$ cat config.mk
export PLATFORM = sky130hd
export DESIGN_NAME = wb_arbiter
export DESIGN_NICKNAME = d
export VERILOG_FILES = /design/src/verilog/rv_dmem_pkg.sv /design/src/verilog/wb_arbiter.sv
export SDC_FILE = /design/constraint.sdc
export NUM_CORES = 1
export LEC_CHECK = 0
export ABC_AREA = 1
export CAP_MARGIN = 20
export CORE_AREA = 2 2 109 111
export DETAILED_ROUTE_END_ITERATION = 12
export DIE_AREA = 0 0 111 113
export DONT_BUFFER_PORTS = 1
export GPL_ROUTABILITY_DRIVEN = 0
export PLACE_DENSITY = 0.37
export RECOVER_POWER = 100
export SETUP_SLACK_MARGIN = 0.4
export SYNTH_ARGS = -nofsm -noshare
export SYNTH_HDL_FRONTEND = slang
export SYNTH_SLANG_ARGS = --single-unit
$ cat constraint.sdc
create_clock -name clk -period 1.1 [get_ports clk]
set_clock_uncertainty 0.05 [all_clocks]
set_input_delay 0.055 -clock clk [delete_from_list [all_inputs] [get_ports clk]]
set_output_delay 0.055 -clock clk [all_outputs]
set_load 0.05 [all_outputs]
$ cat src/verilog/rv_dmem_pkg.sv
/*
 * rv32i data-access stage shared definitions
 *   load/store size codes, stage states, I/O region code and bus width
 */

package rv_dmem_pkg;

	// data and address width
	parameter int XLEN = 32;

	// funct3 of loads and stores, bit 2 marks unsigned
	typedef enum logic [2:0] {
		LS_B  = 3'b000,
		LS_H  = 3'b001,
		LS_W  = 3'b010,
		LS_BU = 3'b100,
		LS_HU = 3'b101
	} ldst_code_e;

	// data-access stage FSM
	typedef enum logic [2:0] {
		ST_IDLE = 3'b000,
		ST_MEM  = 3'b001,
		ST_IOR  = 3'b010,
		ST_DONE = 3'b011
	} access_state_e;

	// addr[31:30] of the I/O register space
	localparam logic [1:0] IO_REGION = 2'b11;

endpackage

$ cat src/verilog/wb_arbiter.sv
/*
 * two-master wishbone classic arbiter
 *   round-robin grant, held until the granted master drops cyc
 */

`timescale 1ns/1ns

module wb_arbiter (
	input  logic                          clk,
	input  logic                          rst_n,
	input  logic                          m0_cyc,
	input  logic                          m0_stb,
	input  logic                          m0_we,
	input  logic [rv_dmem_pkg::XLEN-1:0]  m0_adr,
	input  logic [3:0]                    m0_sel,
	input  logic [rv_dmem_pkg::XLEN-1:0]  m0_dat_w,
	input  logic                          m1_cyc,
	input  logic                          m1_stb,
	input  logic                          m1_we,
	input  logic [rv_dmem_pkg::XLEN-1:0]  m1_adr,
	input  logic [3:0]                    m1_sel,
	input  logic [rv_dmem_pkg::XLEN-1:0]  m1_dat_w,
	input  logic [rv_dmem_pkg::XLEN-1:0]  s_dat_r,
	input  logic                          s_ack,
	output logic                          m0_ack,
	output logic                          m1_ack,
	output logic [rv_dmem_pkg::XLEN-1:0]  m_dat_r,
	output logic                          s_cyc,
	output logic                          s_stb,
	output logic                          s_we,
	output logic [rv_dmem_pkg::XLEN-1:0]  s_adr,
	output logic [3:0]                    s_sel,
	output logic [rv_dmem_pkg::XLEN-1:0]  s_dat_w
);

	logic gnt_q;
	logic last_q;
	logic open_q;
	logic held;
	logic pick;
	logic gnt;

	// owner keeps the bus while the cycle it opened is still open
	assign held = open_q & (gnt_q ? m1_cyc : m0_cyc);

	always_comb begin
		pick = gnt_q;
		if (m0_cyc && m1_cyc)
			pick = ~last_q;
		else if (m0_cyc)
			pick = 1'b0;
		else if (m1_cyc)
			pick = 1'b1;
	end

	assign gnt = held ? gnt_q : pick;

	always_ff @(posedge clk or negedge rst_n) begin
		if (!rst_n) begin
			gnt_q  <= 1'b0;
			last_q <= 1'b1;
			open_q <= 1'b0;
		end else begin
			gnt_q  <= gnt;
			open_q <= s_cyc;
			if (s_ack)
				last_q <= gnt;
		end
	end

	assign s_cyc   = gnt ? m1_cyc   : m0_cyc;
	assign s_stb   = gnt ? m1_stb   : m0_stb;
	assign s_we    = gnt ? m1_we    : m0_we;
	assign s_adr   = gnt ? m1_adr   : m0_adr;
	assign s_sel   = gnt ? m1_sel   : m0_sel;
	assign s_dat_w = gnt ? m1_dat_w : m0_dat_w;

	assign m0_ack  = s_ack & ~gnt;
	assign m1_ack  = s_ack & gnt;
	assign m_dat_r = s_dat_r;

	a_gnt_stable: assert property (@(posedge clk) disable iff (!rst_n)
		(s_cyc && !s_ack) |=> (gnt == $past(gnt)));

endmodule

## After elaboration in Yosys (flattened, before gate mapping)

Cells that the tools add are included.

- Latch bits: 0
- Bits of input ports: 177
- ROM bits: 0
- Memory bits (writable): 0
- Output and inout bits: 105
- Memories: 0
- Word-level logic and storage cells: 20
- Bits in registers: 3

- Divide/modulo/power cells: 0
- Shift operators: 0
- $mul: 0
- $lt $le $gt $ge: 0
- Bitwise operators: 5
- Reduce and logical (&&, ||, !) cells: 1
- Eq/ne operators: 0
- Muxes and demuxes: 11
- Add/subtract/negate cells: 0

Operator list:

| kind | count |
|---|---|
| 32-bit 2-to-1 mux | 2 |
| 1-bit 2-to-1 mux | 8 |
| 4-bit 2-to-1 mux | 1 |
| 1-bit bitwise AND | 3 |
| 1-bit inverter | 2 |
| 1-bit logical AND | 1 |

## Longest topological paths before layout

Gate-level depths: netlist of the first run.

- Depth in word-level cells: 6
- Depth in mapped cells: 7
- Gate-level depth less buffers: 6

## Least setup slack after synthesis of the first run

OpenSTA, ideal clock, no wires.

- Path type: register to output
- Start point: register last_q
- End point: output m0_ack
- Data required time: 995 ps
- Buffers on the path: 0
- Arrival: 1458 ps
- Cell stages (with the launch flop): 5
- Slack: -463 ps
- Cell sequence: dfstp_2 o21ai_0 nand2_2 nand2_1 nor2_1

- Word-level cells in the longest chain between the ends: 5

RTL lines:

| element | line | RTL |
|---|---|---|
| start, declared | wb_arbiter.sv:37 | `logic last_q;` |
| start signal, assigned | wb_arbiter.sv:67 | `last_q <= gnt;` |
| 1-bit inverter | wb_arbiter.sv:49 | `pick = ~last_q;` |
| 1-bit 2-to-1 mux | wb_arbiter.sv:48 | `if (m0_cyc && m1_cyc)` |
| 1-bit 2-to-1 mux | wb_arbiter.sv:56 | `assign gnt = held ? gnt_q : pick;` |
| via gnt | wb_arbiter.sv:41 | `logic gnt;` |
| 1-bit inverter | wb_arbiter.sv:78 | `assign m0_ack = s_ack & ~gnt;` |
| 1-bit bitwise AND | wb_arbiter.sv:78 |  |
| end, declared | wb_arbiter.sv:25 | `output logic m0_ack,` |

The timed path passes the listed nets, and every way through them passes these cells.

## Worst setup path after layout of the first run

- Start point: register last_q
- End point: output s_dat_w[24] (netlist bit)

- Word-level cells in the longest chain between the ends: 4

RTL lines:

| element | line | RTL |
|---|---|---|
| 1-bit inverter | wb_arbiter.sv:49 |  |
| 1-bit 2-to-1 mux | wb_arbiter.sv:48 |  |
| 1-bit 2-to-1 mux | wb_arbiter.sv:56 |  |
| 32-bit 2-to-1 mux | wb_arbiter.sv:76 | `assign s_dat_w = gnt ? m1_dat_w : m0_dat_w;` |
| end, declared | wb_arbiter.sv:33 | `output logic [rv_dmem_pkg::XLEN-1:0] s_dat_w` |

Every way passes these cells.

==> results.md, run 1 <==
- Rows: 39
- Cells after synthesis: 294
- CORE AREA: 11270 um^2
- Worst-margin pin slew: 0.3010 ns
- RSZ-0062 raised after global routing: yes
- Peak supply drop: 728.1 uV
- Synthesized flop and latch total: 3
- Total Die Area: 12540 um^2
- Part of the power in registers: 0.034
- Outcome: finished, violations left
- Proportion of synthesized chip area in sequential cells: 0.05000
- GRT Total Usage: 0.1037
- Kind of critical path: reg -> out
- Worst Path Buf+Inv: 2
- CP Capture Type: output pin
- Top post-synthesis cells by area: nand3_1, nand2_1, buf_4
- Clock Pin Slew Worst Setup and Hold Paths: 0.03 ns
- Clock sink count: 3
- # H-tree levels: 1
- Sw frac: 0.6255
- Crit-path cells: o21ai_2 > nand2_4 > buf_12 > buf_16 > nand3_1 > nand2_4
- # nets final: 452
- Placed cells: 390
- Post-Synthesis Net Count: 471
- Clock Power Share: 0.139
- Residual DRC count: 0
- Ant diodes: 0
- PD cells: 1271 nW/um^2
- Fin cells: 417
- Internal power: 1548 uW
- Net Sw Power: 2585 uW
- Final wirelength: 10.14 mm
- Final setup fails: 74
- CTS tree: yes
- Final Max Tran Viols: 0
- Largest net degree at the start of global routing: 37
- Finished Cell Area: 3251 um^2
- Leakage power: 0.001368 uW
- Crit path max-delay family: flip-flops
- Starting Density: 0.1354
- Mean Syn Cell Area: 5.192 um^2
- Achievable Freq: 604.4 MHz
- Post-synth cell types: 11
- Vias in the first global route: 1935
- Synth Cell Area: 1526 um^2
- Via count: 2118
- Area Growth Syn to Fin: 113.0%
- CTS Buf Count: 3
- Antenna violations before repair: 0
- CTS root buf: clkbuf_16
- Final WS setup: -0.5545 ns
- Global-route wire length before repair: 10.40 mm
- Synth area leader: nand3_1
- Failing checks: hold timing, setup timing
- Final Util: 0.2884
- Layout cell share with drive strength beyond 1: 0.7336
- Max incr delay on CP: 0.54 ns
- Total power: 4132 uW
- DP Area: 2177 um^2
- CP max stage cell: dfstp_2
- Yosys warning count: 0
- Routed wire length per instance: 24.32 um
- Cell mode on critical path: nand2_4
- Port Buf Inserts: 0
- I/O Pins: 282
- Hold Crit Class: in -> reg
- Worst path required time: 1.00 ns
- Period Utilization, post-route: 1.504
- DRT antenna net count: 0
- Fin. Hold Viols: 1
- Top fanout value on the critical path: 9
- Register area: 76.32 um^2
- Slew margin rel.: 0.7993
- Fillers: 1180
- GR Overflow Total: 0
- DR pass1 iterations: 4
- Longest Clk Path Bufs: 2
- Hold_buf cts: 1
- Multi-input logic area: 2235 um^2
- DIE WIDTH: 111 um
- Min Hold Slack: -0.07093 ns
- Dpl hpwl: 5.546 mm
- Max_cap viols: 0
- Clk_lat worst skew: 0.22 ns
- Post-DR vias/cell: 5.079
- Startpoint types: register
- DR iter-0 viols: 63
- Data arrival, critical path: 1.55 ns
- Tmin final: 1.654 ns
- Top-area cell type share of the netlist area: 0.4623
- Combinational share of power: 0.826
- Die H: 113 um
## stage by stage
| stage | hold WS, ns | setup slack [ns] | setup TNS (ns) |
|---|---|---|---|
| floorplan | -0.2906 | -0.2006 | -12.40 |
| global route | -0.04228 | -0.6142 | -41.81 |
| CTS | -0.06394 | -0.5346 | -37.16 |
| detailed placement | -0.2904 | -0.3109 | -20.48 |
| finish | -0.07093 | -0.5545 | -37.59 |
| global placement | -0.2904 | -0.3011 | -18.65 |
## power groups by stage
stage                     logic (uW)  registers, uW  clock network (uW)
after global routing            3550            144                 597
after global placement          2750            137                   0
after floorplan                 2810            135                   0
after detailed placement        2770            138                   0
final                           3410            142                 576
after CTS                       2870            136                 587
## cell usage in the layout (no fill, tap or decap)
master and instances:
nand3_2 67, nand2_4 66, nand3_1 60, nand3_4 14, clkbuf_16 13, nand2_8 11, buf_12 9, buf_6 8
nand2_1 6, inv_1 3, buf_8 2, buf_16 2, dfrtp_1 2, buf_4 2, o21ai_2 1, nand2_2 1
or2_2 1, nor2_4 1, clkinvlp_4 1, clkbuf_1 1, bufbuf_16 1, dlygate4sd3_1 1, dfstp_2 1
## layout make-up
type                    count  share of cell area
clock buffers               4             0.02425
inverters                   4            0.005774
multi-input cells         228              0.6875
flip-flops and latches      3             0.02348
well taps                 143             0.05504
repair buffers             35              0.2040
## sequential cells by signal, summed over array words and instances (netlist names)
register	flops
gnt_q	1
last_q	1
open_q	1
## worst reg2reg max path, stage by stage, from the launching register on
cell and delay (ns):
dfrtp_1 0.41, nand2_1 0.10, nand2_2 0.09, nand2_8 0.14, buf_6 0.12, nand2_4 0.05
buf_6 0.11, buf_6 0.09
## per-layer routing
| metal | vias to the layer above | part of all wire | GRT usage |
|---|---|---|---|
| met3 | 20 | 0.082 | 0.03053 |
| met5 | - | 0 | 0 |
| li1 | 933 | - | - |
| met1 | 1032 | 0.37 | 0.1054 |
| met2 | 133 | 0.53 | 0.1980 |
| met4 | 0 | 0.014 | 0.04333 |
## what timing repair did
| action | in CTS | in global routing |
|---|---|---|
| setup buffers | 2 | 2 |
| gates resized for setup | 17 | 89 |
| gates cloned | 2 | 16 |
| pin swaps | 11 | 50 |
| hold endpoints to repair | 4 | 1 |
| endpoints found under the setup margin | 74 | 74 |
## cells in the mapped netlist, drive strengths merged
| master | instances |
|---|---|
| nand3 | 141 |
| nand2 | 83 |
| buf | 60 |
| inv | 4 |
| dfrtp | 2 |
| dfstp | 1 |
| nor2 | 1 |
| o21ai | 1 |
| or2 | 1 |
## worst paths after layout
path | start | endpoint | slack (ns) | cells past startpoint
min in group asynchronous | rst_n | gnt_q | 0.04 | 1
worst max register to register | open_q | gnt_q | -0.15 | 7
worst min-delay path | s_ack | last_q | -0.07 | 2
worst max-delay path | last_q | s_dat_w[24] | -0.55 | 6
worst min register to register | last_q | last_q | 0.43 | 2
max in group asynchronous | rst_n | last_q | 0.74 | 1
## cells by family after synthesis
family                 synth area share
AOI/OAI and AO/OA              0.003276
DFF                             0.05000
buffers and inverters            0.2705
and+or+nand+nor                  0.6762
Note: power is estimated with default switching activity, not from simulation.
==> run 2: changes to the inputs <==
- CELL_PAD_IN_SITES_DETAIL_PLACEMENT: default -> 1
- CELL_PAD_IN_SITES_GLOBAL_PLACEMENT: default -> 1
- CORE_AREA: 2 2 109 111 -> 2 2 108 110
- DIE_AREA: 0 0 111 113 -> 0 0 110 112
- MAX_ROUTING_LAYER: default -> met4
- PLACE_DENSITY: 0.37 -> 0.51
==> run 2 against run 1 <==
Net effect:
- the flow still finishes with violations (hold timing, setup timing)
- hold slack worse by 0.019 ns
- combinational power is 14% higher
- highest routed layer unchanged
- via count is 1.9% higher
==> results.md, run 2 (synthesis gave the netlist of run 1 again) <==
- Outcome: finished, violations left
- Failing checks: hold timing, setup timing
- Net Sw Power: 2792 uW (+8.0%)
- Peak supply drop: 650.6 uV (-11%)
- Cell mode on critical path: buf_12
- DR iter-0 viols: 58 (-7.9%)
- Commonest non-fill, non-tap cell in the layout: nand3_2
- Hold Crit Class: in -> reg
- Crit-path cells: buf_6 > o21ai_4 > nand2_4 > buf_12 > buf_12 > nand3_4 > nand2_8
- Clock Power Share: 0.126 (-0.013)
- Leakage power: 0.001532 uW (+12%)
- Commonest non-fill, non-tap cells in the layout: nand3_2, nand2_4, nand3_4
- Layout cell share with drive strength beyond 1: 0.8536 (+0.1200)
- Dpl hpwl: 5.910 mm (+6.6%)
- # nets final: 458 (+1.3%)
- Sw frac: 0.6057 (-0.01980)
- Kind of critical path: reg -> out
- Biggest regs: gnt_q: 1 flops, last_q: 1 flops, open_q: 1 flops
- DRT antenna net count: 0 (unchanged)
- Clock Pin Slew Worst Setup and Hold Paths: 0.03 ns (about the same)
- CTS root buf: clkbuf_16
- CORE AREA: 11170 um^2 (-0.87%)
- Placed cells: 391 (+0.26%)
- Residual DRC count: 0 (unchanged)
- Combinational share of power: 0.844 (+0.018)
- Final wirelength: 10.30 mm (+1.5%)
- Top fanout value on the critical path: 10 (+1)
- Max_cap viols: 0 (unchanged)
- I/O Pins: 282 (unchanged)
- Routed wire length per instance: 24.34 um (about the same)
- Total Die Area: 12320 um^2 (-1.8%)
- # H-tree levels: 1 (unchanged)
- Hold_buf cts: 1 (unchanged)
- Via count: 2159 (+1.9%)
- Post-DR vias/cell: 5.104 (+0.49%)
- Port Buf Inserts: 0 (unchanged)
- Final setup fails: 74 (unchanged)
- Antenna violations before repair: 0 (unchanged)
- CP max stage cell: dfrtp_1
- Fin. Hold Viols: 1 (unchanged)
- PD cells: 1176 nW/um^2 (-7.5%)
- Min Hold Slack: -0.09018 ns (-0.01925 ns)
- CP Capture Type: output pin
- Die H: 112 um (-0.88%)
- Fin cells: 423 (+1.4%)
- CTS Buf Count: 3 (unchanged)
- Startpoint types: register
- Global-route wire length before repair: 11.92 mm (+15%)
- Area Growth Syn to Fin: 156.7%
- Achievable Freq: 601.2 MHz (-0.53%)
- Largest net degree at the start of global routing: 34 (-8.1%)
- DR pass1 iterations: 4 (unchanged)
- Total power: 4610 uW (+12%)
- Pre-CTS setup slack: -0.3291 ns (-0.01818 ns)
- Fillers: 1181 (+0.085%)
- Rows: 39 (unchanged)
- Max incr delay on CP: 0.41 ns (-0.13 ns)
- RSZ-0062 raised after global routing: yes
- Longest Clk Path Bufs: 2 (unchanged)
- Worst-margin pin slew: 0.9800 ns (+0.6790 ns)
- Internal power: 1818 uW (+17%)
- CTS tree: yes
- Clock sink count: 3 (unchanged)
- Starting Density: 0.1366 (+0.001183)
- GR Overflow Total: 0 (unchanged)
- DIE WIDTH: 110 um (-0.90%)
- Ant diodes: 0 (unchanged)
- Vias in the first global route: 2158 (+12%)
- Slew margin rel.: 0.3467 (-0.4527)
- Period Utilization, post-route: 1.512 (+0.008010)
- Final WS setup: -0.5633 ns (-0.008811 ns)
- Worst path required time: 1.00 ns (about the same)
- Data arrival, critical path: 1.56 ns (about the same)
- Final Max Tran Viols: 0 (unchanged)
- GRT Total Usage: 0.1284 (+0.02467)
- Tmin final: 1.663 ns (+0.008811 ns)
- Part of the power in registers: 0.031 (-0.003)
- Clk_lat worst skew: 0.23 ns (about the same)
- Setup TNS: -39.16 ns (-1.572 ns)
run 2: worst paths after layout:
path,startpoint,endpoint,slack (ns),cells past startpoint
min reg2reg,last_q,last_q,0.57,3
max in group asynchronous,rst_n,last_q,0.71,1
max reg2reg,open_q,last_q,-0.11,6
min,s_ack,last_q,-0.09,2
max,open_q,s_dat_w[16],-0.56,7
min in group asynchronous,rst_n,open_q,0.05,1
run 2: power by group through the flow:
stage               combinational (uW)  clock [uW]  sequential (uW)
global route                      4060         601              143
finish                            3890         580              141
global placement                  2760           0              138
CTS                               3170         592              138
floorplan                         2810           0              135
detailed placement                2800           0              138
run 2: layout make-up:
cell class / instances / area, um^2 / share of cell area
tap: 143 / 178.9 / 0.04566
inverter: 4 / 18.77 / 0.004789
timing repair buffer: 41 / 810.8 / 0.2069
clock buffer: 4 / 78.83 / 0.02011
sequential: 3 / 76.32 / 0.01948
multi-input combinational: 228 / 2755 / 0.7031
run 2: critical path: cells and delay by family, from the launching register on:
family,cells,cell delay (ns)
buffers and inverters,3,0.45
DFF,1,0.41
and+or+nand+nor,3,0.29
AOI/OAI and AO/OA,1,0.15
run 2: repair_timing:
action	in CTS	in global routing
gates cloned	5	13
gates resized for setup	72	122
pin swaps	49	65
endpoints found under the hold margin	4	1
buffers inserted	7	2
endpoints found under the setup margin	74	74
run 2: metal layers:
layer / vias to the layer above / global-route usage / part of all wire
met5: - / - / 0
met4: 0 / 0.02954 / 0.015
met3: 17 / 0.02869 / 0.080
met2: 138 / 0.2368 / 0.54
met1: 1054 / 0.1363 / 0.37
li1: 950 / - / -
run 2: through the flow:
step	instance area, um^2	util
2_1_floorplan	2196	-
3_3_place_gp	2197	0.1966
3_5_place_dp	2197	0.1966
4_1_cts	2838	0.2539
5_1_grt	3919	0.3507
6_report	3919	0.3507
