`src/verilog/rv_dmem_pkg.sv`:
```
/*
 * rv32i data-access stage shared definitions
 *   load/store size codes, stage states, I/O region code and bus width
 */

package rv_dmem_pkg;

	// data and address width
	parameter int XLEN = 32;

	// funct3 of loads and stores, bit 2 marks unsigned
	typedef enum logic [2:0] {
		LS_B  = 3'b000,
		LS_H  = 3'b001,
		LS_W  = 3'b010,
		LS_BU = 3'b100,
		LS_HU = 3'b101
	} ldst_code_e;

	// data-access stage FSM
	typedef enum logic [2:0] {
		ST_IDLE = 3'b000,
		ST_MEM  = 3'b001,
		ST_IOR  = 3'b010,
		ST_DONE = 3'b011
	} access_state_e;

	// addr[31:30] of the I/O register space
	localparam logic [1:0] IO_REGION = 2'b11;

endpackage

```
`src/verilog/io_regs.sv`:
```
/*
 * I/O register bank
 *   word writes on a strobe, read value registered on the read strobe
 */

`timescale 1ns/1ns

module io_regs #(
	parameter int IO_ADDR_WIDTH = 3
) (
	input  logic                          clk,
	input  logic                          rst_n,
	input  logic                          we,
	input  logic                          re,
	input  logic [IO_ADDR_WIDTH-1:0]      adr,
	input  logic [rv_dmem_pkg::XLEN-1:0]  wdata,
	output logic [rv_dmem_pkg::XLEN-1:0]  rdata
);

	localparam int NREGS = 1 << IO_ADDR_WIDTH;

	logic [rv_dmem_pkg::XLEN-1:0] regs [0:NREGS-1];

	always_ff @(posedge clk or negedge rst_n) begin
		if (!rst_n) begin
			for (int i = 0; i < NREGS; i++)
				regs[i] <= '0;
			rdata <= '0;
		end else begin
			if (we)
				regs[adr] <= wdata;
			// read value holds until the next read strobe
			if (re)
				rdata <= regs[adr];
		end
	end

endmodule

```
`config.mk`:
```
export PLATFORM = sky130hd
export DESIGN_NAME = io_regs
export DESIGN_NICKNAME = d
export VERILOG_FILES = /design/src/verilog/rv_dmem_pkg.sv /design/src/verilog/io_regs.sv
export SDC_FILE = /design/constraint.sdc
export NUM_CORES = 1
export LEC_CHECK = 0
export BUFFER_PORTS_ARGS = -buffer_cell sky130_fd_sc_hd__buf_2
export CAP_MARGIN = 10
export CORE_MARGIN = 3
export CORE_UTILIZATION = 42
export DETAILED_ROUTE_END_ITERATION = 10
export RECOVER_POWER = 50
export REMOVE_ABC_BUFFERS = 1
export SYNTH_ARGS = -nofsm -noshare
export SYNTH_HDL_FRONTEND = slang
export SYNTH_SLANG_ARGS = --single-unit
```
`constraint.sdc`:
```
create_clock -name clk -period 3.3 [get_ports clk]
set_input_delay 0.33 -clock clk [delete_from_list [all_inputs] [get_ports clk]]
set_output_delay 0.33 -clock clk [all_outputs]
set_load 0.01 [all_outputs]
```
== Word level (Yosys, flattened, before mapping) ==
Index checks and enable logic that the tools add are counted.

* Magnitude comparators: 2
* Multiplexer cells: 6
* Bitwise gates (word level): 1
* Reduce and logical (&&, ||, !) cells: 1

{| class="wikitable"
|+ Operator list
! cell !! number
|-
| $bwmux W256 || 1
|-
| $bmux W32 S3 || 1
|-
| $demux W32 S3 || 1
|-
| $mux W32 || 3
|-
| $ge A4 B4 Y1 const B || 1
|-
| $lt A4 B1 Y1 const B || 1
|-
| $not A3 Y4 || 1
|-
| $logic_and A1 B1 Y1 || 1
|}

* Register bits after elaboration: 288
* Input bits: 39
* Output and inout bits: 32

== Logic depth before layout (Yosys ltp) ==
Gate-level depths: netlist (run 1).

* Word-level depth: 6
* Mapped depth: 7

== Worst setup path before layout (run 1) ==
No wires, ideal clock.

* Path type: input -> register
* From: input port adr[2]
* To: register regs[171] in the netlist's numbering
* Setup time: 125 ps
* Arrival time: 1437 ps
* Data required time: 3175 ps
* Path slack: 1738 ps
* Stages: 5
* Cells stage by stage: buf_6 -> nand2b_1 -> nor2_1 -> buf_2 -> mux2_2

* Longest elaborated chain between the ends: 6

{| class="wikitable"
|+ RTL lines
! element !! line !! RTL
|-
| start, declared || io_regs.sv:15 || <nowiki>input logic [IO_ADDR_WIDTH-1:0] adr,</nowiki>
|-
| $not A3 Y4 (implied by the code) (*) || io_regs.sv:31 || <nowiki>regs[adr] <= wdata;</nowiki>
|-
| $ge A4 B4 Y1 (implied by the code) or $lt A4 B1 Y1 (tied branches) || io_regs.sv:31 ||
|-
| $logic_and A1 B1 Y1 (implied by the code) || io_regs.sv:31 ||
|-
| $mux W32 (implied by the code) || io_regs.sv:31 ||
|-
| $demux W32 S3 (*) || io_regs.sv:31 ||
|-
| $bwmux W256 (*) || io_regs.sv:31 ||
|-
| end signal, assigned by index || io_regs.sv:31 ||
|-
| end, declared || io_regs.sv:22 || <nowiki>logic [rv_dmem_pkg::XLEN-1:0] regs [0:NREGS-1];</nowiki>
|}

Mark *: on every way between the ends. The rest lies on a longest branch, timed or not.
A chain may end at the register's enable or synchronous reset.

== Final worst setup path (run 1) ==
* From: input port adr[2]
* To: register regs[108] in the netlist's numbering

Same word-level chain as after synthesis.

==> results of run 1 <==
==> worst max-delay path: stages <==
cell	delay, ns
clkbuf_1	0.11
buf_4	0.33
nand2b_1	0.13
nor2_1	0.99
buf_4	0.41
mux2_2	0.36
==> cells by family after synthesis <==
group / count (synthesis) / synth area share [%]
buffers and inverters: 71 / 2.79
AO/OA/AOI/OAI: 136 / 8.48
AND/OR/NAND/NOR: 95 / 3.38
multiplexers: 320 / 28.1
flip-flops: 288 / 57.2
==> Yosys cell counts (all sizes together) <==
| cell type | instances | area, um2 |
|---|---|---|
| nand2b | 10 | 62.6 |
| nor2b | 2 | 12.5 |
| clkbuf | 27 | 101 |
| o21ai | 6 | 30.0 |
| o221ai | 8 | 70.1 |
| o32a | 18 | 180 |
| a21oi | 8 | 40.0 |
| o211ai | 18 | 135 |
| mux2i | 46 | 460 |
| a22oi | 44 | 330 |
| nor2 | 51 | 194 |
| a22o | 6 | 52.6 |
| nand3 | 8 | 40.0 |
| o22a | 8 | 70.1 |
| mux2 | 274 | 3090 |
| buf | 44 | 250 |
| nand2 | 17 | 63.8 |
| nor3 | 1 | 10.0 |
| and2 | 2 | 12.5 |
| nand4b | 2 | 17.5 |
| dfrtp | 288 | 7210 |
| a221oi | 14 | 123 |
| and3 | 2 | 12.5 |
| a31oi | 6 | 37.5 |
==> repair_timing <==
action,CTS,global route
endpoints found under the hold margin,90,0
hold buffers,1,0
resized for setup,0,0
==> area by class of cell <==
class / count / area, um2
sequential: 288 / 7210
timing repair buffer: 101 / 616
clock inverter: 15 / 238
clock buffer: 43 / 881
tap: 384 / 480
multi-input combinational: 551 / 5050
fill: 2560 / 14700
==> state kept, by name, summed over array words and instances (netlist names) <==
register	cells
rdata	32
regs	256
==> power by group <==
| part | switching [W] | internal, W | leakage, nW |
|---|---|---|---|
| registers | 0.000380 | 0.00429 | 3.44 |
| logic | 0.000640 | 0.000837 | 2.24 |
| clock network | 0.00140 | 0.00233 | 0.546 |
==> path summary, 6_finish.rpt <==
check                          start         to  slack, ns  cells past startpoint
hold / removal             wdata[16]  regs[144]       0.10                      2
max in group asynchronous      rst_n  regs[102]       1.36                      3
setup reg to reg            regs[93]  rdata[29]       1.87                      4
setup / recovery              adr[2]  regs[108]       1.05                      6
min in group asynchronous      rst_n    regs[7]       0.40                      2
hold reg to reg            regs[230]  regs[230]       0.49                      1
==> through the flow <==
stage	utilization [%]	hold slack, ns	area [um2]	setup WS [ns]
CTS	50.0	0.0791	14600	1.45
floorplan	-	0.0344	12200	0.139
detailed placement	46.1	0.430	13400	0.873
global route	49.6	0.0957	14500	0.918
global placement	46.1	0.434	13400	0.844
finish	49.6	0.103	14500	1.05
==> routing by layer <==
metal  vias to the layer above  global-route usage (%)  part of all wire (%)
met5                         -                       0                     0
met4                         0                    3.13                   1.3
met3                        29                    2.39                   4.4
met2                       151                    31.0                    47
met1                      4137                    26.8                    47
li1                       3509                       -                     -
==> results.cfg, run 1 <==
[sta]
fin_crit_sh_pct = 68.1
final_max_slew_viol_count = 0
max_freq_mhz = 445
setup_violations = 0
skew_ns = 0.0101
fin_setup_tns_ns = 0
period_minus_slack_ns = 2.25
worst_pin_slew_ns = 1.31
hold_viol_final = 0
slew_headroom_pct = 12.2
rsz0062_at_grt = false

[cts]
postCtsSetupBuffers = 0
clkTransAtPathRegs_ns = 0.06
worstSkewPairLatency_ns = 0.55
h-tree-depth = 1
cts_tree = built
numCtsBuffers = 31
root_buffer = clkbuf_16
clkSinkCount = 288
clk_path_buf_depth = 3

[drt]
drt_wl_total_um = 29300
drc = 0
drtIter0Drc = 477
wire_per_inst_um = 21.2
vias = 7826
drtPass1Iterations = 6
postRouteAntennaNets = 0
avgViaCountPerCell = 5.66

[job]
max-cap-violations = 0

[worst_setup_path]
cp.required_ns = 3.73
critPathKind = in2reg
critPathLaunchType = input pin
cp.arrival_ns = 2.68
critPathMaxFanout = 24
critPathCaptureType = flip-flop

[worst_hold_path]
hold_class = in2reg

[logic_synthesis]
synthCells = 910
synth_seq_cells = 288
synthDistinctLibCells = 29
syn-cell-area_um2 = 12600
seq_area_frac_synth_pct = 57.2
syn_avg_cell_area_um2 = 13.8
synth_warnings = 0

[layout]
final_common_cell = dfrtp_1
most-common-layout-cells = 288 x dfrtp_1, 250 x mux2_2, 66 x buf_2, 50 x nor2_1, 46 x mux2i_1
layout.cells.non_filler = 1382
syn_to_final_growth_pct = 14.9
layout-drive-gt1-share_pct = 40.1
diodes = 0
fin_nets = 1012

[grt]
grt_pass1_wl_um = 47100
track_usage_pct = 18.7
grt_pass1_vias = 8227
grt_max_degree = 98
antenna_found_initial = 0
gr-total-overflow = 0

[die]
core_area_um2 = 29200
start_util_pct = 43.2
row_count = 62
ioPinCount = 71
die_area_um2 = 32100
die_w_um = 179
die_height_um = 179

[power]
p_leak_nw = 6.23
peakVddDrop_v = 0.000424
power.total_w = 0.00988
p_per_area_nw_per_um2 = 683

[placement]
dpl.hpwl_um = 17500
gp_congestion = 0.737
placed_cells_incl_taps = 1323
io_buffers = 70

[outcome]
status = finished clean
Note: power is estimated with default switching activity, not from simulation.
==> run 2: changes to the inputs <==
- ABC_AREA: not set -> 1
- clock period: 3.3 -> 1.96 ns (I/O delays scaled with it)
==> results.cfg, run 2 <==
[outcome]
status = finished clean

[logic_synthesis]
syn_avg_cell_area_um2 = 7.75
synth_top_cell_by_area = dfrtp_1
synth_top_cell_area_share_pct = 55.1
yosys.cell_count.top_type = nand2_1
seq_area_frac_synth_pct = 55.1
synthDistinctLibCells = 18
ys.flop_type = dfrtp_1
synthCells = 1688
ys_top_cells_by_count = 548 x nand2_1, 288 x dfrtp_1, 256 x o21ai_0
synth.area.top_cells = dfrtp_1 55%, nand2_1 16%, o21ai_0 9.8%
postSynth.asyncResetShare_pct = 100
synth_warnings = 0
synth_edf_count = 0
syn-cell-area_um2 = 13100
synth_seq_cells = 288

[drt]
avgViaCountPerCell = 4.91
vias = 10700
drt_wl_total_um = 33400
drtPass1Iterations = 5
postRouteAntennaNets = 0
wire_per_inst_um = 15.3
drc = 0
drtIter0Drc = 847

[power]
p_leak_nw = 8.00
power.total_w = 0.0158
peakVddDrop_v = 0.000694
p_per_area_nw_per_um2 = 1030

[sta]
setup_violations = 0
worst_pin_slew_ns = 0.895
rsz0062_at_grt = false
period_minus_slack_ns = 1.51
final_max_slew_viol_count = 0
hold_viol_final = 0
setup_ws_ns = 0.454
skew_ns = 0.00636
hold_slack_ns = 0.137
slew_headroom_pct = 40.4
max_freq_mhz = 664
fin_crit_sh_pct = 76.8
fin_setup_tns_ns = 0

[layout]
regMostFlops = regs
largest_reg_flops = 256
fillCellCount = 2950
most-common-layout-cells = 545 x nand2_1, 288 x dfrtp_1, 256 x o21ai_0, 241 x inv_1, 144 x nand3_1
syn_to_final_growth_pct = 17.1
final_common_cell = nand2_1
fin_nets = 1815
reg_top3 = regs: 256 flops, rdata: 32 flops
layout-drive-gt1-share_pct = 9.96
seq_area_um2 = 7210
final_area_um2 = 15300
diodes = 0
multi_input_area_um2 = 4590

[worst_setup_path]
crit_buf_inv = 3
critPathTopFamily = buffers and inverters
cp_slowest_cell = clkbuf_2
cp.depth = 7
cp.arrival_ns = 1.97
slowest_delay_ns = 0.47
critPathCaptureType = flip-flop
critPathMaxFanout = 32
critPathLaunchType = input pin
critPathKind = in2reg
cp_cell_sequence = clkbuf_2 > nor3_1 > clkbuf_2 > nand2_1 > nand2_1 > inv_1 > a21oi_1
cp.required_ns = 2.43
r2r_cells = 5

[die]
die_w_um = 182
die_height_um = 182
start_util_pct = 43.3
die_area_um2 = 33300
ioPinCount = 71
core_area_um2 = 30200
row_count = 63

[grt]
gr-total-overflow = 0
track_usage_pct = 20.4
busiest_layer = met2
grt_pass1_wl_um = 55600
grt_pass1_vias = 10500
antenna_found_initial = 0
grt_use_met2_pct = 33.5
met3_usage_pct = 2.67
grt_max_degree = 62
gr-usage-met1_pct = 29.0

[cts]
root_buffer = clkbuf_16
numCtsBuffers = 31
cts_tree = built
h-tree-depth = 1
clkTransAtPathRegs_ns = 0.06
postCtsSetupBuffers = 0
worstSkewPairLatency_ns = 0.55
clk_path_buf_depth = 3
clkSinkCount = 288

[job]
max-cap-violations = 0

[placement]
gp_congestion = 0.774
dpl.hpwl_um = 20500
place_area_um2 = 14100
place_ws_ns = 0.319
io_buffers = 70

[worst_hold_path]
hold_class = in2async
-- run 2: cell count changes in the layout (fill, tap and decap cells not counted), sizes merged, moves of 44 or more --
| cell | before | now |
|---|---|---|
| inv | 2 | 242 |
| a22oi | 44 | 0 |
| mux2i | 46 | 0 |
| o21ai | 6 | 256 |
| mux2 | 274 | 0 |
| nand3 | 8 | 144 |
| nand2 | 17 | 552 |
-- run 2: logic make-up (layout without fill, tap and decap cells) --
| logic type | count (synthesis) | in the layout | synth area share, % |
|---|---|---|---|
| and+or+nand+nor | 782 | 782 | 24.1 |
| buffers and inverters | 337 | 446 | 10.0 |
| AOI/OAI and AO/OA | 281 | 281 | 10.8 |
| DFF | 288 | 288 | 55.1 |
-- run 2: cell type report --
class / count / share of cell area, %
timing repair buffer: 149 / 7.42
clock buffer: 46 / 5.89
tap: 390 / 3.18
multi-input combinational: 1063 / 29.9
clock inverter: 8 / 0.588
sequential: 288 / 47.0
inverter: 243 / 5.95
-- run 2: final timing paths --
| kind | start | to | slack (ns) |
|---|---|---|---|
| max | adr[0] | rdata[3] | 0.45 |
| min | rst_n | regs[33] | 0.14 |
| max in group asynchronous | rst_n | regs[10] | 0.59 |
| max reg2reg | regs[102] | rdata[6] | 0.84 |
| min in group clk | re | rdata[30] | 0.24 |
| min reg2reg | regs[102] | regs[102] | 0.48 |
-- run 2: where the power goes --
part | internal, W | switching [W] | total [W]
sequential | 0.00705 | 0.000544 | 0.00759
clock | 0.00341 | 0.00233 | 0.00574
combinational | 0.000954 | 0.00147 | 0.00243
-- run 2: per-stage QoR --
stage          utilization (%)  cells
2_1_floorplan                -   1594
3_3_place_gp              46.5   2100
3_5_place_dp              46.5   2100
4_1_cts                   50.9   2187
5_1_grt                   50.7   2187
6_report                  50.7   2187
-- run 2: metal layers --
| metal | up-vias | wire, um |
|---|---|---|
| li1 | 5380 | - |
| met1 | 5100 | 15900 |
| met2 | 212 | 15300 |
| met3 | 50 | 1460 |
| met4 | 0 | 716 |
| met5 | - | 0 |
-- run 2: what timing repair did --
action | CTS | global route
hold buffers | 33 | 0
hold endpoints to repair | 292 | 0
endpoints found under the setup margin | 0 | 0
resized for setup | 0 | 0
==> run 3: changes to the inputs <==
- clock period: 1.96 -> 1.45 ns (I/O delays scaled with it)
==> results.cfg, run 3 (synthesis results as in run 2) <==
[drt]
drc = 0
drtIter0Drc = 813
drt_wl_total_um = 34100
vias = 10900
drtPass1Iterations = 5
wire_per_inst_um = 15.4
avgViaCountPerCell = 4.92
postRouteAntennaNets = 0

[die]
die_w_um = 182
die_height_um = 182
start_util_pct = 43.3
die_area_um2 = 33300
row_count = 63
ioPinCount = 71
core_area_um2 = 30200

[worst_setup_path]
r2r_cells = 5
critPathLaunchType = input pin
cp.required_ns = 1.82
r2r-end = rdata[10]
r2r-start = regs[106]
critPathCaptureType = flip-flop
cp.arrival_ns = 1.60
reg2reg_slack_ns = 0.34
critPathKind = in2reg
critPathMaxFanout = 32

[outcome]
status = finished clean

[grt]
track_usage_pct = 21.0
grt_max_degree = 71
grt_pass1_vias = 10600
gr-total-overflow = 0
antenna_found_initial = 0
grt_pass1_wl_um = 56900

[layout]
multi_input_area_um2 = 4580
fin_nets = 1837
fillCellCount = 2906
diodes = 0
most-common-layout-cells = 545 x nand2_1, 288 x dfrtp_1, 256 x o21ai_0, 241 x inv_1, 144 x nand3_1
regMostFlops = regs
reg_top3 = regs: 256 flops, rdata: 32 flops
largest_reg_flops = 256
layout-drive-gt1-share_pct = 11.2
final_common_cell = nand2_1
layout.cells.non_filler = 2212
seq_area_um2 = 7210
syn_to_final_growth_pct = 21.1

[sta]
hold_viol_final = 0
rsz0062_at_grt = false
max_freq_mhz = 815
slew_headroom_pct = 48.3
setup_violations = 0
worst_pin_slew_ns = 0.775
final_max_slew_viol_count = 0
skew_ns = 0.00917
setup_ws_ns = 0.223
fin_crit_sh_pct = 84.6
period_minus_slack_ns = 1.23
fin_setup_tns_ns = 0

[cts]
postCtsSetupBuffers = 0
clkSinkCount = 288
clk_path_buf_depth = 3
clkTransAtPathRegs_ns = 0.06
worstSkewPairLatency_ns = 0.50
h-tree-depth = 2
root_buffer = clkbuf_16
cts_tree = built
numCtsBuffers = 34

[power]
peakVddDrop_v = 0.000816
power.total_w = 0.0223
p_per_area_nw_per_um2 = 1410
p_leak_nw = 8.26

[placement]
placed_cells_incl_taps = 2119
dpl.hpwl_um = 21400
gp_congestion = 0.770
io_buffers = 70
place_ws_ns = -0.0394

[worst_hold_path]
min_path_cells = 4
hp-start = re
min_to = rdata[20]
hold_class = in2reg

[job]
max-cap-violations = 0
[run 3: changes by cell type in the layout (fill, tap and decap cells not counted), moves of 3 or more]
cell       before  now
buf_12          9   28
clkbuf_16      31   37
clkbuf_2        3    7
clkbuf_8        7   11
clkinv_2        6    2
buf_4          32   29
[run 3: timing repair]
item / CTS / global route
hold buffers: 33 / 0
endpoints found under the hold margin: 218 / 0
resized for setup: 0 / 0
[run 3: worst max path at each step]
stage                   start   endpoint
finish                 adr[1]  regs[255]
global route            rst_n  regs[138]
CTS                 rdata[21]  rdata[21]
detailed placement     adr[0]   regs[56]
global placement       adr[0]   regs[35]
floorplan              adr[2]  regs[192]
[run 3: area by class of cell]
class	instances	area share (%)
clock inverters	4	0.300
clock buffers	56	6.99
well taps	390	3.08
repair buffers	168	9.49
flip-flops and latches	288	45.5
multi-input cells	1063	28.9
inverters	243	5.76
[run 3: layer usage]
layer	track usage, %	wire [um]	vias to the layer above
met2	34.7	15800	245
met5	0	0	-
met1	30.1	16400	5167
met4	4.11	447	0
li1	-	-	5432
met3	2.51	1420	45
[run 3: power breakdown]
part	total [W]	internal (W)	switching, W
logic	0.00339	0.00137	0.00202
registers	0.0103	0.00953	0.000751
clock network	0.00861	0.00537	0.00323
[run 3: critical path, cell delays in order]
cell and delay (ns):
buf_2 0.12, buf_4 0.15, nor2_1 0.58, nand2_2 0.22, buf_12 0.23, nand2_1 0.06
o21ai_0 0.08
[run 3: stage by stage]
stage                     utilization (%)  instance area, um2  hold slack, ns
final                                52.5               15800           0.166
after global routing                 52.5               15800           0.180
after CTS                            52.8               15900          0.0840
after detailed placement             47.8               14400          0.0130
after global placement               47.8               14400          0.0124
after floorplan                         -               12700          -0.151
