[config.mk]
export PLATFORM = sky130hd
export DESIGN_NAME = mem_access_stage
export DESIGN_NICKNAME = d
export VERILOG_FILES = /design/src/verilog/rv_dmem_pkg.sv /design/src/verilog/mem_access_stage.sv
export SDC_FILE = /design/constraint.sdc
export NUM_CORES = 1
export LEC_CHECK = 0
export BUFFER_PORTS_ARGS = -buffer_cell sky130_fd_sc_hd__buf_4
export CORE_AREA = 3 3 124 126
export DETAILED_ROUTE_END_ITERATION = 12
export DIE_AREA = 0 0 127 129
export SLEW_MARGIN = 20
export SYNTH_ARGS = -nofsm -noshare
export SYNTH_HDL_FRONTEND = slang
export SYNTH_SLANG_ARGS = --single-unit
export TNS_END_PERCENT = 30
[constraint.sdc]
create_clock -name clk -period 4.4 [get_ports clk]
set_input_delay 0.66 -clock clk [delete_from_list [all_inputs] [get_ports clk]]
set_output_delay 0.66 -clock clk [all_outputs]
set_load 0.01 [all_outputs]
[src/verilog/rv_dmem_pkg.sv]
/*
 * rv32i data-access stage shared definitions
 *   load/store size codes, stage states, I/O region code and bus width
 */

package rv_dmem_pkg;

	// data and address width
	parameter int XLEN = 32;

	// funct3 of loads and stores, bit 2 marks unsigned
	typedef enum logic [2:0] {
		LS_B  = 3'b000,
		LS_H  = 3'b001,
		LS_W  = 3'b010,
		LS_BU = 3'b100,
		LS_HU = 3'b101
	} ldst_code_e;

	// data-access stage FSM
	typedef enum logic [2:0] {
		ST_IDLE = 3'b000,
		ST_MEM  = 3'b001,
		ST_IOR  = 3'b010,
		ST_DONE = 3'b011
	} access_state_e;

	// addr[31:30] of the I/O register space
	localparam logic [1:0] IO_REGION = 2'b11;

endpackage

[src/verilog/mem_access_stage.sv]
/*
 * rv32i data-access stage
 *   region decode, wishbone master cycle to the data RAM, I/O strobes,
 *   byte lane placement for stores and extension of load results
 */

`timescale 1ns/1ns

module mem_access_stage #(
	parameter int IO_ADDR_WIDTH = 3
) (
	input  logic                            clk,
	input  logic                            rst_n,
	input  logic                            cmd_ld,
	input  logic                            cmd_st,
	input  rv_dmem_pkg::ldst_code_e         ldst_code,
	input  logic [rv_dmem_pkg::XLEN-1:0]    addr,
	input  logic [rv_dmem_pkg::XLEN-1:0]    st_data,
	input  logic [4:0]                      rd_adr,
	input  logic                            wbk_rd_reg,
	input  logic [rv_dmem_pkg::XLEN-1:0]    rd_data,
	input  logic [rv_dmem_pkg::XLEN-1:0]    m_dat_r,
	input  logic                            m_ack,
	input  logic [rv_dmem_pkg::XLEN-1:0]    io_rdata,
	output logic                            busy,
	output logic                            done,
	output logic                            wb_en,
	output logic [4:0]                      wb_rd_adr,
	output logic [rv_dmem_pkg::XLEN-1:0]    wb_data,
	output logic                            m_cyc,
	output logic                            m_stb,
	output logic                            m_we,
	output logic [rv_dmem_pkg::XLEN-1:0]    m_adr,
	output logic [3:0]                      m_sel,
	output logic [rv_dmem_pkg::XLEN-1:0]    m_dat_w,
	output logic                            io_we,
	output logic                            io_re,
	output logic [IO_ADDR_WIDTH-1:0]        io_adr,
	output logic [rv_dmem_pkg::XLEN-1:0]    io_wdata
);

	rv_dmem_pkg::access_state_e state_q, state_d;
	logic                          is_io;
	logic                          io_pend;
	logic                          accept;
	logic                          io_we_q;
	logic                          io_re_q;
	logic                          m_cyc_q;
	logic [rv_dmem_pkg::XLEN-1:0]  ram_q;
	logic [rv_dmem_pkg::XLEN-1:0]  lane_word;
	logic [rv_dmem_pkg::XLEN-1:0]  ld_ext;
	logic                          fill;

	assign is_io   = (addr[31:30] == rv_dmem_pkg::IO_REGION);
	assign io_pend = io_we_q | io_re_q;
	// new load/store taken only from idle with no I/O strobe in flight
	assign accept  = (state_q == rv_dmem_pkg::ST_IDLE) & ~io_pend & (cmd_ld | cmd_st);

	always_comb begin
		state_d = state_q;
		case (state_q)
			rv_dmem_pkg::ST_IDLE: begin
				if (io_pend)
					state_d = io_re_q ? rv_dmem_pkg::ST_IOR : rv_dmem_pkg::ST_DONE;
				else if (accept && !is_io)
					state_d = rv_dmem_pkg::ST_MEM;
			end
			rv_dmem_pkg::ST_MEM:  if (m_ack) state_d = rv_dmem_pkg::ST_DONE;
			rv_dmem_pkg::ST_IOR:  state_d = rv_dmem_pkg::ST_DONE;
			default:              state_d = rv_dmem_pkg::ST_IDLE;
		endcase
	end

	always_ff @(posedge clk or negedge rst_n) begin
		if (!rst_n) begin
			state_q <= rv_dmem_pkg::ST_IDLE;
			m_cyc_q <= 1'b0;
			io_we_q <= 1'b0;
			io_re_q <= 1'b0;
		end else begin
			state_q <= state_d;
			m_cyc_q <= (state_d == rv_dmem_pkg::ST_MEM);
			io_we_q <= accept & is_io & cmd_st;
			io_re_q <= accept & is_io & cmd_ld;
		end
	end

	// returned RAM word, held until the writeback
	always_ff @(posedge clk) begin
		if (m_ack)
			ram_q <= m_dat_r;
	end

	// wishbone master side
	assign m_cyc = m_cyc_q;
	assign m_stb = m_cyc_q;
	assign m_we  = cmd_st;
	assign m_adr = addr;

	always_comb begin
		m_dat_w = st_data << {addr[1:0], 3'b000};
		case (ldst_code[1:0])
			2'b00:   m_sel = 4'b0001 << addr[1:0];
			2'b01:   m_sel = 4'b0011 << {addr[1], 1'b0};
			default: m_sel = 4'b1111;
		endcase
	end

	// I/O side is word wide
	assign io_we    = io_we_q;
	assign io_re    = io_re_q;
	assign io_adr   = addr[IO_ADDR_WIDTH+1:2];
	assign io_wdata = st_data;

	// pick the addressed lane and extend
	always_comb begin
		lane_word = (is_io ? io_rdata : ram_q) >> {addr[1:0], 3'b000};
		case (ldst_code[1:0])
			2'b00: begin
				fill   = ~ldst_code[2] & lane_word[7];
				ld_ext = {{24{fill}}, lane_word[7:0]};
			end
			2'b01: begin
				fill   = ~ldst_code[2] & lane_word[15];
				ld_ext = {{16{fill}}, lane_word[15:0]};
			end
			default: begin
				fill   = 1'b0;
				ld_ext = is_io ? io_rdata : ram_q;
			end
		endcase
	end

	// pass-through completes combinationally from idle
	assign busy      = (state_q != rv_dmem_pkg::ST_IDLE) | io_pend;
	assign done      = (state_q == rv_dmem_pkg::ST_DONE) |
	                   (~busy & ~cmd_ld & ~cmd_st);
	assign wb_en     = done & (busy ? cmd_ld : wbk_rd_reg);
	assign wb_rd_adr = rd_adr;
	assign wb_data   = busy ? ld_ext : rd_data;

	// bus request stays up with cyc until the RAM answers
	a_stb_held: assert property (@(posedge clk) disable iff (!rst_n)
		(m_stb && !m_ack) |=> (m_stb && m_cyc));

	// a memory or I/O completion is a single pulse
	a_done_pulse: assert property (@(posedge clk) disable iff (!rst_n)
		(busy && done) |=> !(busy && done));

	a_no_io_on_bus: assert property (@(posedge clk) disable iff (!rst_n)
		m_cyc |-> (addr[31:30] != rv_dmem_pkg::IO_REGION));

endmodule

# Word-level counts from Yosys, hierarchy flattened
# Cells that the tools add are included.
# W data, S select, Z words.
# totals
regBits	38
latchBits	0
ramBits	0
mem_bits_ro	0
in_bits	174
out_inout_bits	148
word_cells	49
memories	0
# classes
addsub	0
mul	0
div	0
order_cmp	0
n_eq_ne	6
shifts	4
n_mux	10
bitwise	19
n_reduce_logical	5
# op_table
cell	n
$mux W32	2
$pmux W32 S2	1
$shl A32 B5 Y32	1
$shr A32 B5 Y16	1
$and A1 B1 Y1	10
$mux W3	3
$pmux W3 S3	1
$pmux W4 S2	1
$eq A3 B1 Y1 const B	2
$eq A3 B2 Y1 const B	2
$not A1 Y1	5
$or A1 B1 Y1	4
$shl A1 B2 Y4 const A	1
$shl A2 B2 Y4 const A	1
$logic_not A3 Y1	1
$reduce_bool A3 Y1	1
$eq A2 B1 Y1 const B	1
$eq A2 B2 Y1 const B	1
$logic_not A2 Y1	1
$mux W1	2
$logic_and A1 B1 Y1	1
$logic_not A1 Y1	1

# Logic depth before layout (Yosys ltp)
# Gate-level depths: netlist of run 1.
# depth
depth_word	9
mapped_depth	7
depth_no_buf	6

# Worst setup path after synthesis of run 1
# OpenSTA, ideal clock, no wires.
# synth_path
kind	input to output
start	input port io_rdata[15] (netlist name)
end	output port wb_data[17] (netlist name)
arrival_time_ns	2.088
required_ns	3.740
setup_slack_ns	1.652
path_stages	6
n_path_buf	1
path_cell_list	and3_1 or2_2 mux4_2 a2bb2oi_4 buf_6 a21oi_2
# synth_via
elab_chain_cells	5
elab_cells_between_ends	6
classes_between	1 x shift; 3 x mux; 2 x bitwise
# synth_rtl
item	line	source
from (decl)	mem_access_stage.sv:24	input logic [rv_dmem_pkg::XLEN-1:0] io_rdata,
$mux W32 *	mem_access_stage.sv:117	lane_word = (is_io ? io_rdata : ram_q) >> {addr[1:0], 3'b000};
$shr A32 B5 Y16 *	mem_access_stage.sv:117	
$and A1 B1 Y1, on equally long branches	mem_access_stage.sv:124, mem_access_stage.sv:120	
$pmux W32 S2 *	mem_access_stage.sv:118	case (ldst_code[1:0])
$mux W32 *	mem_access_stage.sv:140	assign wb_data = busy ? ld_ext : rd_data;
to (decl)	mem_access_stage.sv:29	output logic [rv_dmem_pkg::XLEN-1:0] wb_data,
# Every way passes the cells marked *; elsewhere a longest branch is shown, timed or not.

# Final worst setup path of run 1
# layout_path
start	input port addr[30] (netlist name)
end	output port wb_data[24] (netlist name)
# layout_via
elab_chain_cells	6
elab_cells_between_ends	7
classes_between	1 x eq/ne; 1 x shift; 3 x mux; 2 x bitwise
# layout_rtl
item	line	source
from (decl)	mem_access_stage.sv:17	input logic [rv_dmem_pkg::XLEN-1:0] addr,
$eq A2 B2 Y1 *	mem_access_stage.sv:54	assign is_io = (addr[31:30] == rv_dmem_pkg::IO_REGION);
$mux W32 *	mem_access_stage.sv:117, mem_access_stage.sv:129	
$shr A32 B5 Y16	mem_access_stage.sv:117	
$and A1 B1 Y1, on equally long branches	mem_access_stage.sv:124, mem_access_stage.sv:120	
$pmux W32 S2 *	mem_access_stage.sv:118	
$mux W32 *	mem_access_stage.sv:140	
# Marked as above.

==> impl_metrics.env, run 1 <==
export IMPL_post_route_worst_setup_slack_ns=0.9563
export IMPL_synth_edf_count=32
export IMPL_pwr_share_comb=0.437
export IMPL_drt_initial_drc_count=190
export IMPL_hp_class="input port to asynchronous set/reset pin"
export IMPL_period_needed_ns=3.444
export IMPL_grt_antenna_before_repair=0
export IMPL_post_cts_resized=0
export IMPL_hold_slack_ns=0.1742
export IMPL_cts_hold_buf=0
export IMPL_ios=322
export IMPL_detailed_place_hpwl_um=12420
export IMPL_wl_per_cell_um=19.69
export IMPL_grt_max_degree=45
export IMPL_vias=3985
export IMPL_synthCells=447
export IMPL_wirelength_um=15680
export IMPL_fin_crit_sh=0.7827
export IMPL_grtUsageMet3=0.03653
export IMPL_layout_nets=785
export IMPL_synth_commonest_cells="buf_4, nor2_1, mux2i_1, edfxtp_1, nand2_1"
export IMPL_dieArea_um2=16380
export IMPL_path_class="input port to primary output"
export IMPL_arrival_ns=2.78
export IMPL_rows=44
export IMPL_slew_limit_headroom=0.4955
export IMPL_worstPathMaxFanout=16
export IMPL_die_x_um=127
export IMPL_skew_ns=0.002095
export IMPL_avgSynthCellArea_um2=8.313
export IMPL_synth_top_area_cell="edfxtp_1"
export IMPL_pwr_density_cell_nw_per_um2=259.1
export IMPL_drtPass1Iterations=6
export IMPL_rsz0062_at_grt="false"
export IMPL_stdcell_count=796
export IMPL_cts_buffer_depth=2
export IMPL_synth_fp_nets=621
export IMPL_worstMarginPinSlew_ns=0.7539
export IMPL_async_flop_share=0.1579
export IMPL_drv_cap=0
export IMPL_gp_congestion=0.8553
export IMPL_ys_types=43
export IMPL_switching_share=0.3298
export IMPL_final_util=0.3709
export IMPL_ys_warn_count=0
export IMPL_use_met1=0.1949
export IMPL_viasPerCell=5.006
export IMPL_start_util=0.2576
export IMPL_busiest_layer="met2"
export IMPL_clkLatencyLatePin_ns=0.28
export IMPL_tns_ns=0
export IMPL_synthTopCellsByArea="edfxtp_1, buf_4, mux2i_1, nor2_1, dfrtp_1"
export IMPL_ant_nets=0
export IMPL_drv_slew=0
export IMPL_grt_pass1_wl_um=22760
export IMPL_area_growth_pct=43.97
export IMPL_coreArea_um2=14420
export IMPL_ys_seq_elements=38
export IMPL_dp_cells=788
export IMPL_grt_pass1_vias=4107
export IMPL_endpoint_kind="primary output"
export IMPL_ys_flop_type="edfxtp_1"
export IMPL_net_switching_power_mw=0.4571
export IMPL_synth_top_cell_area_share=0.2586
export IMPL_drive_gt1_frac=0.4755
export IMPL_crit_required_ns=3.74
export IMPL_status="completed"
export IMPL_fin_area_um2=5350
export IMPL_mappedNetlistArea_um2=3716
export IMPL_die_y_um=129
export IMPL_yosysMostFrequentCell="buf_4"
export IMPL_fmax_ghz=0.2904
export IMPL_cts_sinks=38
export IMPL_root_buffer="clkbuf_16"
export IMPL_h_tree_depth=2
export IMPL_io_buffers=252
export IMPL_power_internal_mw=0.9290
export IMPL_final_hold_violation_count=0
export IMPL_antennaDiodeCount=0
export IMPL_seq_power_share=0.313
export IMPL_path_clk_slew_ns=0.06
export IMPL_cts_inserted_buffers=5
export IMPL_ir_worst_vdd_v=0.0002072
export IMPL_grt_ovfl_total=0
export IMPL_ys_seq_area_frac=0.2990
export IMPL_finalSetupViolations=0
export IMPL_totalPowerFinal_mw=1.386
export IMPL_cts_tree="done"
export IMPL_n_fill_cell=1510
export IMPL_track_usage=0.1770
export IMPL_place_area_um2=5213
export IMPL_use_met2=0.3278
export IMPL_place_ws_ns=0.9512
export IMPL_post_cts_setup_buffers=0
export IMPL_p_leak_nw=2.543
export IMPL_cp_start_kind="input port"
export IMPL_remaining_drc_errors=0
export IMPL_clockPowerShare=0.250
==> cells by family after synthesis <==
family / synth area share
flip-flops: 0.2990
other: 0.001009
multiplexers: 0.1424
buffers and inverters: 0.1885
AND/OR/NAND/NOR: 0.1710
AO/OA/AOI/OAI: 0.1980
==> final timing paths <==
kind	start	slack, ns	end	cells past startpoint
worst max-delay path	addr[30]	0.96	wb_data[24]	7
min in group clk	state_q[2]	0.53	state_q[1]	1
worst min register to register	state_q[2]	0.53	state_q[1]	1
worst max register to register	state_q[0]	2.53	io_re	5
worst min-delay path	rst_n	0.17	io_re	1
max in group asynchronous	rst_n	4.11	state_q[1]	1
==> sequential cells by signal, indices dropped and copies added (netlist names) <==
| name | flops |
|---|---|
| io_re | 1 |
| io_we | 1 |
| m_cyc | 1 |
| ram_q | 32 |
| state_q | 3 |
==> per-layer routing <==
metal | wire, µm | up-vias
li1 | - | 1832
met1 | 5701 | 1896
met2 | 8220 | 197
met3 | 1191 | 60
met4 | 563 | 0
met5 | 0 | -
==> cell usage in the layout, fill, tap and decap left out, types with 2 or more instances in the layout <==
master | Yosys | final
a211oi_1 | 11 | 11
edfxtp_1 | 32 | 32
dfrtp_1 | 6 | 6
o22a_1 | 2 | 2
clkbuf_16 | 0 | 5
mux2_2 | 9 | 9
nor2_1 | 46 | 46
mux2i_1 | 39 | 39
a21boi_0 | 3 | 3
inv_1 | 8 | 8
nor3_1 | 7 | 7
nand2b_1 | 7 | 7
nand2_1 | 32 | 32
o211ai_1 | 2 | 2
o221a_2 | 2 | 2
a41o_1 | 2 | 2
buf_4 | 74 | 258
o22ai_1 | 5 | 5
and2_1 | 11 | 11
a31oi_1 | 14 | 14
nand3_1 | 9 | 9
and3_1 | 4 | 4
o21ai_0 | 28 | 28
a21oi_1 | 27 | 27
nor2b_1 | 14 | 14
a21oi_2 | 10 | 10
o31ai_1 | 3 | 3
==> worst max-delay path, stage by stage <==
cell and delay (ns):
buf_4 0.14, and3_1 0.17, or2_2 0.31, mux4_2 0.52
a2bb2oi_4 0.58, a31oi_1 0.21, buf_4 0.19
==> cell type report <==
cell class,count,area [µm²],share of cell area
Clock buffer,6,128.9,0.02409
Multi-Input combinational cell,300,1904,0.3559
Tap cell,184,230.2,0.04303
Inverter,8,30.03,0.005613
Timing Repair Buffer,258,1937,0.3620
Clock inverter,2,8.758,0.001637
Sequential cell,38,1111,0.2077
==> power by group through the flow <==
stage	Clock (mW)	Sequential, mW	Combinational [mW]
finish	0.347	0.434	0.605
floorplan	0	0.438	0.330
detailed placement	0	0.441	0.609
global placement	0	0.440	0.603
CTS	0.356	0.434	0.612
global route	0.371	0.437	0.653
(Power assumes the default switching activity.)
==> run 2, diff against run 1 <==
clock period = 3.1 ns   (was 4.4 ns; I/O delays follow)
==> run 2 against run 1 <==
  * Global-route usage rose by 0.16 points
  * Final area up 1.4%
  * Total power is 44% higher
  * Worst hold slack gained 0.18 ns
  * Clock power rose by 49%
  * Highest routed layer unchanged
  * Critical path type is now register to primary output
  * Largest cell class unchanged
  * Worst setup slack worse by 0.65 ns
  * Critical path depth grew 1
  * Clock-buffer cell count is 1 higher
==> impl_metrics.env, run 2 (synthesized netlist as in run 1, its figures left out) <==
export IMPL_area_growth_pct=46.03
export IMPL_ir_worst_vdd_v=0.0002037
export IMPL_clockPowerShare=0.259
export IMPL_vias=3930
export IMPL_drtPass1Iterations=5
export IMPL_place_area_um2=5263
export IMPL_final_util=0.3762
export IMPL_rr_worst_depth=5
export IMPL_ios=322
export IMPL_dieArea_um2=16380
export IMPL_fin_crit_sh=0.9027
export IMPL_track_usage=0.1786
export IMPL_pwr_density_cell_nw_per_um2=368.6
export IMPL_drv_slew=0
export IMPL_r2r_end="io_re"
export IMPL_min_from="m_dat_r[20]"
export IMPL_crit_required_ns=2.63
export IMPL_drv_cap=0
export IMPL_wirelength_um=15700
export IMPL_antennaDiodeCount=0
export IMPL_post_cts_setup_buffers=0
export IMPL_layout_nets=791
export IMPL_tns_ns=0
export IMPL_path_clk_slew_ns=0.06
export IMPL_fmax_ghz=0.3574
export IMPL_period_needed_ns=2.798
export IMPL_endpoint_kind="primary output"
export IMPL_coreArea_um2=14420
export IMPL_hold_slack_ns=0.3545
export IMPL_clkLatencyLatePin_ns=0.28
export IMPL_hp_class="input port to register"
export IMPL_fin_area_um2=5426
export IMPL_die_x_um=127
export IMPL_drt_initial_drc_count=216
export IMPL_h_tree_depth=2
export IMPL_top_register="ram_q"
export IMPL_seq_power_share=0.309
export IMPL_rsz0062_at_grt="false"
export IMPL_power_internal_mw=1.352
export IMPL_cts_tree="done"
export IMPL_top_regs="ram_q (32), state_q (3)"
export IMPL_grt_ovfl_total=0
export IMPL_grt_pass1_vias=4134
export IMPL_p_leak_nw=2.583
export IMPL_start_util=0.2576
export IMPL_detailed_place_hpwl_um=12430
export IMPL_io_buffers=252
export IMPL_final_hold_violation_count=0
export IMPL_rows=44
export IMPL_status="completed"
export IMPL_remaining_drc_errors=0
export IMPL_die_y_um=129
export IMPL_cp_start_kind="register"
export IMPL_viasPerCell=4.900
export IMPL_pwr_share_comb=0.433
export IMPL_final_cell_mix="buf_4, nor2_1, mux2i_1"
export IMPL_worstMarginPinSlew_ns=0.8400
export IMPL_finalSetupViolations=0
export IMPL_arrival_ns=2.33
export IMPL_root_buffer="clkbuf_16"
export IMPL_drive_gt1_frac=0.4822
export IMPL_cts_buffer_depth=2
export IMPL_worstPathMaxFanout=41
export IMPL_grt_max_degree=42
export IMPL_min_to="ram_q[20]"
export IMPL_ant_nets=0
export IMPL_gp_congestion=0.8405
export IMPL_grt_antenna_before_repair=0
export IMPL_final_common_cell="buf_4"
export IMPL_slew_limit_headroom=0.4379
export IMPL_path_class="register to primary output"
export IMPL_cts_inserted_buffers=5
export IMPL_totalPowerFinal_mw=2.000
export IMPL_hold_path_cell_count=1
export IMPL_r2r_start="state_q[0]"
export IMPL_rrSetupSlack_ns=1.36
export IMPL_switching_share=0.3241
export IMPL_largest_reg_flops=32
export IMPL_grt_pass1_wl_um=22950
export IMPL_wl_per_cell_um=19.58
export IMPL_skew_ns=0.003394
export IMPL_net_switching_power_mw=0.6483
export IMPL_cts_sinks=38
run 2: through the flow:
step | setup WS, ns | cells
floorplan | 0.7419 | 447
global placement | 0.3682 | 793
detailed placement | 0.3519 | 793
CTS | 0.2275 | 802
global route | 0.07930 | 802
finish | 0.3017 | 802
run 2: metal layers:
metal	share of wire	up-vias	GRT usage	routed length (µm)
li1	-	1850	-	-
met4	0.033	0	0.08013	522
met5	0	-	0	0
met2	0.53	184	0.3253	8260
met3	0.070	53	0.02740	1105
met1	0.37	1843	0.2064	5814
run 2: repair_timing:
action                                  CTS  global route
hold buffers                              1             0
endpoints found under the hold margin     6             0
endpoints found under the setup margin    0             7
gates resized for setup                   0             1
run 2: power groups by stage:
stage | Sequential (mW) | Combinational [mW] | Clock [mW]
2_1_floorplan | 0.622 | 0.469 | 0
3_3_place_gp | 0.624 | 0.863 | 0
3_5_place_dp | 0.626 | 0.868 | 0
4_1_cts | 0.616 | 0.873 | 0.534
5_1_grt | 0.621 | 0.935 | 0.558
6_report | 0.617 | 0.865 | 0.518
run 2: worst max-delay path by stage:
stage / from / to / slack (ns) / depth (start not counted)
floorplan: io_rdata[15] / wb_data[17] / 0.74 / 6
global placement: addr[30] / wb_data[14] / 0.37 / 7
detailed placement: addr[30] / wb_data[10] / 0.35 / 7
CTS: state_q[0] / wb_data[11] / 0.23 / 8
global route: state_q[0] / wb_data[13] / 0.08 / 8
finish: state_q[0] / wb_data[11] / 0.30 / 8
run 2: layout make-up:
type / instances / area [µm²]
fillers: 1529 / 8997
repair buffers: 264 / 1997
multi-input cells: 300 / 1911
flip-flops and latches: 38 / 1111
well taps: 184 / 230.2
clock buffers: 7 / 142.6
inverters: 8 / 30.03
clock inverters: 1 / 5.005
run 2: critical path: stages, from the launching register on:
cell     delay [ns]
dfrtp_1        0.45
nor4_2         0.37
and2_1         0.20
inv_1          0.15
buf_4          0.31
nand3_1        0.15
o21ai_0        0.09
a31oi_1        0.17
buf_4          0.15
